`config.mk`:
```
export PLATFORM = sky130hd
export DESIGN_NAME = sdmac_fifo
export DESIGN_NICKNAME = d
export VERILOG_FILES = /design/src/common/fifo_pkg.sv /design/src/common/fifo_wr_if.sv /design/src/hdl/sdmac_fifo.sv /design/src/hdl/scsi_byte_loader.sv /design/src/hdl/cpu_word_loader.sv /design/src/hdl/fifo_arbiter.sv /design/src/fifo/fifo_buffer.sv
export SDC_FILE = /design/constraint.sdc
export NUM_CORES = 1
export LEC_CHECK = 0
export ABC_CLOCK_PERIOD_IN_PS = 3600
export BUFFER_PORTS_ARGS = -buffer_cell sky130_fd_sc_hd__buf_4
export CAP_MARGIN = 20
export CORE_MARGIN = 2
export CORE_UTILIZATION = 45
export CTS_CLUSTER_DIAMETER = 120
export DETAILED_ROUTE_END_ITERATION = 12
export SETUP_SLACK_MARGIN = 0.02
export SLEW_MARGIN = 20
export SYNTH_ARGS = -nofsm -noshare
export SYNTH_HDL_FRONTEND = slang
export SYNTH_SLANG_ARGS = --single-unit
```
`constraint.sdc`:
```
create_clock -name LLWS -period 3.6 [get_ports LLWS]
set_clock_uncertainty 0.15 [all_clocks]
set_input_delay 0.18 -clock LLWS [delete_from_list [all_inputs] [get_ports LLWS]]
set_output_delay 0.18 -clock LLWS [all_outputs]
set_load 0.01 [all_outputs]
```
`src/common/fifo_pkg.sv`:
```
/* Shared entry type and lane constants of the SCSI DMA data FIFO
   Byte 0 and half 0 are the most significant part of an entry, and lane bit 3 is byte 0 */
package fifo_pkg;

  // Byte position within an entry, 0 is the first byte on the SCSI bus
  typedef logic [1:0] byte_ptr_t;

  // One longword entry
  // The host side writes it by halves, the SCSI side by bytes
  typedef union packed {
    logic [0:3][7:0]  bytes;   // bytes[0] is bits 31:24
    logic [0:1][15:0] halves;  // halves[0] is bits 31:16
  } fifo_word_t;

  // Lane enables, bit 3 selects byte 0
  localparam logic [3:0] LANES_HIGH = 4'b1100;  // Bytes 0 and 1
  localparam logic [3:0] LANES_LOW  = 4'b0011;  // Bytes 2 and 3
  localparam logic [3:0] LANE_BYTE0 = 4'b1000;  // Shifted right by the byte pointer

  // Byte pointer positions
  localparam byte_ptr_t BO_FIRST = 2'd0;
  localparam byte_ptr_t BO_MID   = 2'd2;  // Start of a 16-bit aligned transfer
  localparam byte_ptr_t BO_LAST  = 2'd3;  // This byte completes the entry

endpackage
```
`src/common/fifo_wr_if.sv`:
```
/* One write request into the FIFO buffer
   Fields stay stable while req is high, and the transfer happens on the edge where gnt is high */
`timescale 1ns/100ps

interface fifo_wr_if;

  logic                req;      // Request pending
  logic                gnt;      // Transfer at this edge
  logic [3:0]          lane_en;  // Byte lanes to write, bit 3 is byte 0
  fifo_pkg::fifo_word_t data;    // Entry data, only enabled lanes count
  logic                commit;   // Last write of the entry, advances the write pointer

  // Request side
  modport loader (
    output req,
    output lane_en,
    output data,
    output commit,
    input  gnt
  );

  // Grant side
  modport arbiter (
    input  req,
    input  lane_en,
    input  data,
    input  commit,
    output gnt
  );

endinterface

```
`src/hdl/sdmac_fifo.sv`:
```
/* SCSI DMA data FIFO top, host words and SCSI bytes share one buffer, all on LLWS
   Strobes are single-cycle pulses, stored data shows on od 2 cycles later, 3 on a conflict */
`timescale 1ns/100ps

module sdmac_fifo #(
  parameter int DEPTH = 8  // Entries in the buffer
) (
  input  logic        LLWS,
  input  logic        reset,
  input  logic        lhword,    // Host upper half strobe
  input  logic        llword,    // Host lower half strobe
  input  logic        lbyte,     // SCSI byte strobe
  input  logic        acr_wr,    // ACR write, presets the byte pointer
  input  logic        mid25,
  input  logic        pop,       // Consume head entry
  input  logic        rst_fifo,  // Flush
  input  logic [31:0] id,
  output logic [31:0] od,        // Head entry
  output logic        fifo_full,
  output logic        fifo_empty,
  output logic        boeq0,
  output logic        boeq3,
  output logic [1:0]  bo
);

  fifo_wr_if cpu_wr ();   // Host loader to arbiter
  fifo_wr_if scsi_wr ();  // SCSI loader to arbiter
  fifo_wr_if buf_wr ();   // Arbiter to buffer

  cpu_word_loader u_cpu_loader (
    .LLWS   (LLWS),
    .reset  (reset),
    .lhword (lhword),
    .llword (llword),
    .id     (id),
    .wr     (cpu_wr)
  );

  scsi_byte_loader u_scsi_loader (
    .LLWS     (LLWS),
    .reset    (reset),
    .rst_fifo (rst_fifo),
    .lbyte    (lbyte),
    .acr_wr   (acr_wr),
    .mid25    (mid25),
    .id       (id),
    .wr       (scsi_wr),
    .bo       (bo),
    .boeq0    (boeq0),
    .boeq3    (boeq3)
  );

  fifo_arbiter u_arbiter (
    .cpu      (cpu_wr),
    .scsi     (scsi_wr),
    .buf_port (buf_wr)
  );

  fifo_buffer #(
    .DEPTH (DEPTH)
  ) u_buffer (
    .LLWS       (LLWS),
    .reset      (reset),
    .rst_fifo   (rst_fifo),
    .pop        (pop),
    .wr         (buf_wr),
    .od         (od),
    .fifo_full  (fifo_full),
    .fifo_empty (fifo_empty)
  );

endmodule

```
`src/hdl/scsi_byte_loader.sv`:
```
/* SCSI side loader, bytes fill an entry big-endian from the byte pointer, the fourth completes it
   An ACR write presets the pointer to 0 or to 2 for a 16-bit aligned start */
`timescale 1ns/100ps

module scsi_byte_loader (
  input  logic                LLWS,
  input  logic                reset,
  input  logic                rst_fifo,  // FIFO flush
  input  logic                lbyte,     // Byte strobe from the SCSI side
  input  logic                acr_wr,    // Address control register write
  input  logic                mid25,     // Transfer starts on a 16-bit boundary
  input  logic [31:0]         id,        // Byte in id[7:0]
  fifo_wr_if.loader           wr,
  output fifo_pkg::byte_ptr_t bo,        // Current byte position
  output logic                boeq0,
  output logic                boeq3
);

  fifo_pkg::byte_ptr_t bo_q;  // Byte pointer

  // Byte pointer
  always_ff @(posedge LLWS) begin
    if (reset || rst_fifo) begin
      bo_q <= fifo_pkg::BO_FIRST;
    end else if (acr_wr) begin
      bo_q <= mid25 ? fifo_pkg::BO_MID : fifo_pkg::BO_FIRST;
    end else if (lbyte) begin
      bo_q <= bo_q + 1'b1;  // Wraps 3 to 0
    end
  end

  // Request flag
  always_ff @(posedge LLWS) begin
    if (reset || rst_fifo) begin
      wr.req <= 1'b0;  // A flush drops a byte not yet stored
    end else if (lbyte) begin
      wr.req <= 1'b1;
    end else if (wr.gnt) begin
      wr.req <= 1'b0;
    end
  end

  // Payload for the single lane at the pointer
  always_ff @(posedge LLWS) begin
    if (lbyte) begin
      wr.data.bytes[bo_q] <= id[7:0];
      wr.lane_en          <= fifo_pkg::LANE_BYTE0 >> bo_q;
      wr.commit           <= (bo_q == fifo_pkg::BO_LAST);  // Fourth byte
    end
  end

  // Pointer status toward the DMA state machines
  assign bo    = bo_q;
  assign boeq0 = (bo_q == fifo_pkg::BO_FIRST);
  assign boeq3 = (bo_q == fifo_pkg::BO_LAST);

endmodule

```
`src/hdl/cpu_word_loader.sv`:
```
/* Host side loader, an entry is the high half on lhword then the low half on llword
   Strobes are single-cycle and must come at least 3 cycles apart */
`timescale 1ns/100ps

module cpu_word_loader (
  input  logic        LLWS,
  input  logic        reset,
  input  logic        lhword,  // Load upper half
  input  logic        llword,  // Load lower half, completes the entry
  input  logic [31:0] id,      // Host data
  fifo_wr_if.loader   wr
);

  logic strobe;  // Any half arrives

  assign strobe = lhword | llword;

  // Request flag
  always_ff @(posedge LLWS) begin
    if (reset) begin
      wr.req <= 1'b0;
    end else if (strobe) begin
      wr.req <= 1'b1;  // New half wins over a grant at the same edge
    end else if (wr.gnt) begin
      wr.req <= 1'b0;  // Transfer done
    end
  end

  // Request payload, held until granted
  always_ff @(posedge LLWS) begin
    if (strobe) begin
      wr.lane_en <= (lhword ? fifo_pkg::LANES_HIGH : 4'b0000)
                  | (llword ? fifo_pkg::LANES_LOW  : 4'b0000);
      wr.commit  <= llword;  // Low half ends the longword
    end
    if (lhword) wr.data.halves[0] <= id[31:16];
    if (llword) wr.data.halves[1] <= id[15:0];
  end

endmodule

```
`src/hdl/fifo_arbiter.sv`:
```
/* Fixed-priority arbiter for the buffer write port, the SCSI loader always wins
   Grants are combinational and a losing request simply waits for a later cycle */
`timescale 1ns/100ps

module fifo_arbiter (
  fifo_wr_if.arbiter cpu,      // Host word loader
  fifo_wr_if.arbiter scsi,     // SCSI byte loader
  fifo_wr_if.loader  buf_port  // Toward the buffer write port
);

  logic scsi_win;  // SCSI takes this cycle
  logic cpu_win;   // CPU takes this cycle

  // SCSI first, CPU only when SCSI is idle
  assign scsi_win = scsi.req & buf_port.gnt;
  assign cpu_win  = cpu.req & ~scsi.req & buf_port.gnt;

  assign scsi.gnt = scsi_win;
  assign cpu.gnt  = cpu_win;

  assign buf_port.req = scsi_win | cpu_win;  // Only a granted request goes through

  // Forward the fields of the winning side
  always_comb begin
    if (scsi.req) begin
      buf_port.lane_en = scsi.lane_en;
      buf_port.data    = scsi.data;
      buf_port.commit  = scsi.commit;
    end else begin
      buf_port.lane_en = cpu.lane_en;  // Also the idle default
      buf_port.data    = cpu.data;
      buf_port.commit  = cpu.commit;
    end
  end

endmodule

```
`src/fifo/fifo_buffer.sv`:
```
/* Longword FIFO storage with a single lane-enabled write port, always ready
   Any write while full is dropped, a pop while empty is ignored, od shows the head without delay */
`timescale 1ns/100ps

module fifo_buffer #(
  parameter int DEPTH = 8
) (
  input  logic                 LLWS,
  input  logic                 reset,
  input  logic                 rst_fifo,    // Flush back to empty
  input  logic                 pop,         // Head entry consumed
  fifo_wr_if.arbiter           wr,
  output fifo_pkg::fifo_word_t od,
  output logic                 fifo_full,
  output logic                 fifo_empty
);

  localparam int PTR_W = (DEPTH > 1) ? $clog2(DEPTH) : 1;
  localparam int CNT_W = $clog2(DEPTH + 1);

  fifo_pkg::fifo_word_t mem [DEPTH];  // Entry storage

  logic [PTR_W-1:0] wr_ptr;  // Next in
  logic [PTR_W-1:0] rd_ptr;  // Next out
  logic [CNT_W-1:0] count;   // Complete entries held

  logic write_ok;   // Lane write accepted
  logic do_commit;  // Entry completed
  logic do_pop;     // Head released

  assign wr.gnt = 1'b1;  // Storage never stalls

  assign fifo_full  = (count == CNT_W'(DEPTH));
  assign fifo_empty = (count == '0);

  assign write_ok  = wr.req & ~fifo_full;
  assign do_commit = write_ok & wr.commit;
  assign do_pop    = pop & ~fifo_empty;

  // Lane writes into the entry at the write pointer
  always_ff @(posedge LLWS) begin
    if (write_ok) begin
      for (int b = 0; b < 4; b++) begin
        if (wr.lane_en[3-b]) mem[wr_ptr].bytes[b] <= wr.data.bytes[b];
      end
    end
  end

  // Pointers and occupancy
  always_ff @(posedge LLWS) begin
    if (reset || rst_fifo) begin
      wr_ptr <= '0;
      rd_ptr <= '0;
      count  <= '0;
    end else begin
      if (do_commit) begin
        // Wrap for any depth, not only powers of two
        wr_ptr <= (wr_ptr == PTR_W'(DEPTH - 1)) ? '0 : wr_ptr + 1'b1;
      end
      if (do_pop) begin
        rd_ptr <= (rd_ptr == PTR_W'(DEPTH - 1)) ? '0 : rd_ptr + 1'b1;
      end
      case ({do_commit, do_pop})
        2'b10:   count <= count + 1'b1;
        2'b01:   count <= count - 1'b1;
        default: count <= count;  // Idle, or push and pop together
      endcase
    end
  end

  assign od = mem[rd_ptr];  // Head entry, combinational read

endmodule

```
== Yosys cells after proc, flatten, opt, wreduce, memory -nomap -nowiden ==
Memory sizes are Yosys's and may differ from the RTL's. A register that Yosys moved wholly into a read port is not among the register bits.
Cells that the tools add are included.

* Add/sub/neg operators: 5
* Magnitude comparators: 2
* Equality and inequality tests: 6
* Shifts and indexed selects: 1
* Muxes and demuxes: 31
* Bitwise gates (word level): 11
* Reduce and logical (&&, ||, !) cells: 7

{| class="wikitable"
|+ Operators by type and width
! kind !! count
|-
| bitwise mux 32 bit || 1
|-
| two-way mux 32 bit || 1
|-
| demux 8 bit (select 2 bit) || 1
|-
| two-way mux 1 bit || 16
|-
| two-way mux 3 bit || 4
|-
| two-way mux 2 bit || 4
|-
| two-way mux 4 bit || 2
|-
| two-way mux 8 bit || 1
|-
| one-hot mux 4 bit (2 select lines) || 1
|-
| adder 3 x 1 -> 3 bit (second input constant) || 2
|-
| equality test 3 bit (second input constant) || 2
|-
| nonzero test 2 bit || 3
|-
| adder 4 x 1 -> 4 bit (second input constant) || 1
|-
| bitwise AND 1 bit || 4
|-
| equality test 2 bit (second input constant) || 2
|-
| equality test 4 bit (second input constant) || 1
|-
| zero test 4 bit || 1
|-
| bitwise OR 4 bit || 1
|-
| >> shifter 4 x 2 -> 4 bit (first input constant) || 1
|-
| subtractor 4 x 1 -> 4 bit (second input constant) || 1
|-
| greater-or-equal comparator 3 bit (second input constant) || 1
|-
| < comparator 3 x 1 -> 1 bit (second input constant) || 1
|-
| inverter 1 bit || 3
|-
| inverter 2 -> 3 bit || 1
|-
| 6 further kinds || 7
|}

* Flip-flop bits (word level): 88
* Bits in writable memories: 256
* Input port bits: 41
* Output and inout bits: 38
* Memories: 1

{| class="wikitable"
|+ Memories
! name !! depth !! bits a word !! rd ports !! clocked after memory_dff !! write ports !! RTL line !! source
|-
| u_buffer.mem || 8 || 32 || 1 || 1 || 1 || fifo_buffer.sv:21 || <nowiki>fifo_pkg::fifo_word_t mem [DEPTH];</nowiki>
|}

== Depth between registers and ports, before layout ==
* Depth after elaboration: 7
* Depth in mapped cells: 11

== By module ==
From an unflattened synthesis, not the netlist that was laid out.

* Cell total of the unflattened synthesis: 637
* Area, all modules: 13581.8 sq um

{| class="wikitable"
|+ By module, submodules not included
! module !! instances !! cells each !! area each (sq um) !! sequential area each (sq um)
|-
| fifo_buffer || 1 || 489 || 10666.5 || 7947.6
|-
| scsi_byte_loader || 1 || 62 || 1337.5 || 1171.1
|-
| cpu_word_loader || 1 || 42 || 1093.5 || 1041.0
|-
| fifo_arbiter || 1 || 44 || 484.2 || 0.0
|}

== Worst setup path after synthesis ==
OpenSTA, ideal clock, no wires.

* Path type: reg2reg
* Start point: register u_buffer.count[1]
* End point: register u_buffer.count[2]
* Setup time: 0.071 ns
* Arrival: 2.330 ns
* Path slack: 1.050 ns
* Stages on the path, launching flop included: 12
* Path buffers: 1
* Clock period less this slack: 2.550 ns
* Path through: dfxtp_1 -> buf_2 -> nor4b_2 -> nor3_1 -> inv_1 -> ha_1 -> xor2_1 -> ha_1 -> a21oi_1 -> xor2_1 -> or3_1 -> a21oi_1

* Cells in the longest elaborated chain, start to end: 6
* Elaborated cells on any way between the ends: 13

{| class="wikitable"
|+ Ends and longest elaborated chain
! what !! RTL line !! source
|-
| start: declaration || fifo_buffer.sv:25 || <nowiki>logic [CNT_W-1:0] count;</nowiki>
|-
| start signal: assignment || fifo_buffer.sv:64 || <nowiki>2'b10: count <= count + 1'b1;</nowiki>
|-
| start signal: assignment || fifo_buffer.sv:65 || <nowiki>2'b01: count <= count - 1'b1;</nowiki>
|-
| start signal: assignment || fifo_buffer.sv:66 || <nowiki>default: count <= count;</nowiki>
|-
| equality test 4 bit (*) || fifo_buffer.sv:33 || <nowiki>assign fifo_full = (count == CNT_W'(DEPTH));</nowiki>
|-
| via fifo_full || sdmac_fifo.sv:19 || <nowiki>output logic fifo_full,</nowiki>
|-
| inverter 1 bit (*) || fifo_buffer.sv:36 || <nowiki>assign write_ok = wr.req & ~fifo_full;</nowiki>
|-
| bitwise AND 1 bit (*) || fifo_buffer.sv:36 ||
|-
| bitwise AND 1 bit (*) || fifo_buffer.sv:37 || <nowiki>assign do_commit = write_ok & wr.commit;</nowiki>
|-
| equality test 2 x 1 -> 1 bit / equality test 2 bit (equally long branches) || fifo_buffer.sv:63 || <nowiki>case ({do_commit, do_pop})</nowiki>
|-
| one-hot mux 4 bit (2 select lines) / nonzero test 2 bit (equally long branches) || n/a ||
|}

Mark *: on every way through the listed nets, which the timed path passes. The rest lies on a longest branch.
A chain may end at the register's enable or synchronous reset.

== Worst setup path after layout ==
* Start point: register u_buffer.count[1]
* End point: register u_buffer.count[2]

* Cells in the longest elaborated chain, start to end: 6
* Elaborated cells on any way between the ends: 13

{| class="wikitable"
|+ Ends and longest elaborated chain
! what !! RTL line
|-
| equality test 4 bit || fifo_buffer.sv:33
|-
| inverter 1 bit || fifo_buffer.sv:36
|-
| bitwise AND 1 bit || fifo_buffer.sv:36
|-
| bitwise AND 1 bit || fifo_buffer.sv:37
|-
| equality test 2 x 1 -> 1 bit / equality test 2 bit (equally long branches) || fifo_buffer.sv:63
|-
| one-hot mux 4 bit (2 select lines) / nonzero test 2 bit (equally long branches) || n/a
|}

Several ways; a longest one is shown, not always the timed one.

==> flow_metrics.py <==
metrics = {
    "worst_setup_path": {
        "worstPathRequired_ns": 3.88,
        "start_kind": "register",
        "cp.arrival_ns": 3.35,
        "cp_max_fo": 9,
        "slowest_stage": "nor3_1",
        "path_cells": "nor4b_2 > nor3_1 > inv_1 > ha_1 > xor2_1 > ha_1 > a21oi_1 > xor2_1 > or3_1 > a21oi_1",
        "cp_num_buf_inv": 1,
        "critPathKind": "reg2reg",
        "cpPeakStageDelay_ns": 0.55,
        "crit_family": "simple AND/OR/NAND/NOR gates",
        "setup.worst_path.end_class": "register",
    },
    "clock_tree": {
        "post_cts_buffers": 0,
        "clk_pin_slew_ns": 0.06,
        "cts-buffers-inserted": 35,
        "clock_latency_ns": 0.50,
        "cts_max_level": 2,
        "cts.repair.resized": 0,
        "clock_sinks": 344,
        "max-clock-path-buffers": 3,
        "cts_root_buf": "clkbuf_16",
        "cts_tree": "yes",
    },
    "power": {
        "p_int_w": 0.006737,
        "power_frac_seq_pct": 54.1,
        "leakage_nw": 5.431,
        "switching_share_pct": 19.49,
        "pwr-share-clk_pct": 40.8,
        "p_per_area_nw_per_um2": 519.0,
        "ir_worst_vdd_mv": 0.2600,
        "switching_power_w": 0.001631,
        "pwr-share-comb_pct": 5.1,
    },
    "cells_and_area": {
        "drive_gt1_share_pct": 30.94,
        "area_growth_pct": 20.23,
        "seqCellArea_um2": 10170,
        "antenna_cells": 0,
        "final_common_cell": "edfxtp_1",
        "nFillCells": 2273,
        "multiInputGateArea_um2": 3069,
        "layout_common_cells": "327 x edfxtp_1, 112 x buf_4, 64 x mux2_2, 48 x nor2_1, 42 x dlygate4sd3_1",
        "nets": 849,
    },
    "sta": {
        "tns_ns": 0,
        "post-route-period-util_pct": 85.34,
        "relSlewSlack_pct": 56.97,
        "fmax_ghz": 0.3255,
        "finalSetupViolations": 0,
        "whs_ns": 0.2500,
        "period_needed_ns": 3.072,
        "worst-slew-pin-transition_ns": 0.6455,
        "hold_viol": 0,
        "finalMaxSlewViolations": 0,
        "rsz0062_at_grt": "no",
    },
    "die": {
        "fp.dieArea_um2": 31190,
        "rows": 63,
        "start_util_pct": 45.48,
        "ios": 79,
        "dieWidth_um": 176.6,
        "core_area_um2": 29480,
        "die_y_um": 176.6,
    },
    "place": {
        "dp_hpwl_um": 16580,
        "port_buffers": 78,
        "gp_congestion": 0.7453,
    },
    "global_routing": {
        "grt_pass1_vias": 6717,
        "grt_use_total_pct": 17.88,
        "antenna_found_initial": 0,
        "grt_pass1_wl_um": 40720,
        "grt_max_degree": 55,
        "grt-ovfl-total": 0,
    },
    "status": {
        "status": "finished, final reports clean",
    },
    "detailed_routing": {
        "viasPerCell": 5.401,
        "route.vias.total": 6541,
        "drcViolationCount": 0,
        "wire_per_inst_um": 22.71,
        "first_pass_iters": 5,
        "first_iter_violations": 563,
        "wl_um": 27510,
        "ant_nets": 0,
    },
    "hold_path": {
        "hp-class": "in2reg",
    },
    "yosys": {
        "yosysWarningCount": 0,
        "synth-seq-cells": 344,
        "synth_cells": 632,
        "synth.avg_cell_area_um2": 21.22,
        "synth.cell_area_um2": 13410,
        "syn_nets": 684,
        "seq_area_frac_synth_pct": 75.77,
        "synth_cell_types": 35,
    },
    "flow_run": {
        "maxCapViolations": 0,
    },
}
[registers in the layout, indices dropped and copies added, names as in the netlist, named ones only]
signal,count
u_buffer.mem,256
u_cpu_loader.wr.data,32
u_scsi_loader.wr.data,32
u_buffer.count,4
u_scsi_loader.wr.lane_en,4
u_buffer.rd_ptr,3
u_buffer.wr_ptr,3
u_cpu_loader.wr.lane_en,2
u_scsi_loader.bo,2
u_cpu_loader.wr.req,1
u_scsi_loader.wr.commit,1
u_scsi_loader.wr.req,1
[synth_stat cells (all sizes together)]
library cell / instances / area (um^2)
nor4: 1 / 6.260
nand3b: 3 / 22.52
edfxtp: 327 / 9819
nor3: 4 / 20.02
clkbuf: 6 / 22.52
inv: 4 / 15.01
or2: 2 / 12.51
dfxtp: 17 / 340.3
and2: 5 / 31.28
mux2: 64 / 720.7
nor2b: 3 / 18.77
mux4: 64 / 1592
buf: 22 / 142.6
a211o: 1 / 8.760
or3b: 2 / 17.52
nor4bb: 1 / 10.01
a21oi: 7 / 35.03
nor4b: 2 / 23.77
mux2i: 3 / 30.03
nor2: 48 / 180.2
o41ai: 1 / 16.27
xnor2: 1 / 8.760
xor2: 3 / 26.28
or3: 2 / 12.51
a21o: 4 / 30.03
ha: 11 / 137.6
nand4: 1 / 6.260
nor3b: 1 / 7.510
nand2: 12 / 45.04
o21ai: 6 / 30.03
nand3: 4 / 20.02
[worst reg2reg max path: stages (launching register included)]
cell	delay [ns]
dfxtp_1	0.54
nor4b_2	0.12
nor3_1	0.55
inv_1	0.14
ha_1	0.32
xor2_1	0.18
ha_1	0.20
a21oi_1	0.17
xor2_1	0.14
or3_1	0.35
a21oi_1	0.14
[routing by layer]
metal  track usage, %  part of all wire, %  up-vias  wire length [um]
met5                0                    0        -                 0
met4            5.028                  2.1        0               564
met3            3.243                  4.8       45              1334
li1                 -                    -     2918                 -
met1            23.13                   42     3407             11480
met2            31.15                   51      171             14120
[metrics by stage]
| step | instances | cell area, um^2 | total power, W | worst slack [ns] | utilization [%] |
|---|---|---|---|---|---|
| after CTS | 1211 | 16120 | 0.008435 | 0.5956 | 54.69 |
| after global placement | 1108 | 14620 | 0.004988 | 0.8604 | 49.59 |
| after global routing | 1211 | 16120 | 0.008619 | 0.3986 | 54.69 |
| final | 1211 | 16120 | 0.008368 | 0.5279 | 54.69 |
| after floorplan | 632 | 13410 | 0.004818 | 1.050 | - |
| after detailed placement | 1108 | 14620 | 0.005010 | 0.6754 | 49.59 |
[power by group through the flow]
| stage | Clock (W) | Combinational (W) | Sequential, W |
|---|---|---|---|
| finish | 0.00341 | 0.000428 | 0.00453 |
| floorplan | 0 | 0.000220 | 0.00460 |
| global placement | 0 | 0.000379 | 0.00461 |
| global route | 0.00362 | 0.000464 | 0.00453 |
| detailed placement | 0 | 0.000396 | 0.00461 |
| CTS | 0.00347 | 0.000434 | 0.00453 |
[layout make-up]
type	instances	area share, %
flip-flops and latches	344	63.06
multi-input cells	256	19.04
repair buffers	156	8.071
clock buffers	48	6.061
well taps	390	3.027
clock inverters	13	0.6519
inverters	4	0.09313
[path summary, 6_finish.rpt]
path                       from  slack, ns                       end  cells after the start
min reg2reg  u_buffer.rd_ptr[2]       0.34        u_buffer.rd_ptr[2]                      2
max           u_buffer.count[1]       0.53         u_buffer.count[2]                     10
max reg2reg   u_buffer.count[1]       0.53         u_buffer.count[2]                     10
min                      id[18]       0.25  u_cpu_loader.wr.data[18]                      2
[timing repair]
| item | CTS | global route |
|---|---|---|
| endpoints found under the setup margin | 0 | 0 |
| hold buffers | 42 | 0 |
| endpoints found under the hold margin | 118 | 0 |
[logic make-up (layout without fill, tap and decap cells)]
logic type / count (synthesis) / after routing / share of synthesized area [%]
flip-flops: 344 / 344 / 75.77
multiplexers: 131 / 131 / 17.47
AND/OR/NAND/NOR: 91 / 91 / 3.238
buffers and inverters: 32 / 221 / 1.344
AO/OA/AOI/OAI: 19 / 19 / 0.8958
adder cells (fa/ha/maj): 11 / 11 / 1.026
XOR/XNOR: 4 / 4 / 0.2613
(Power assumes the default switching activity.)
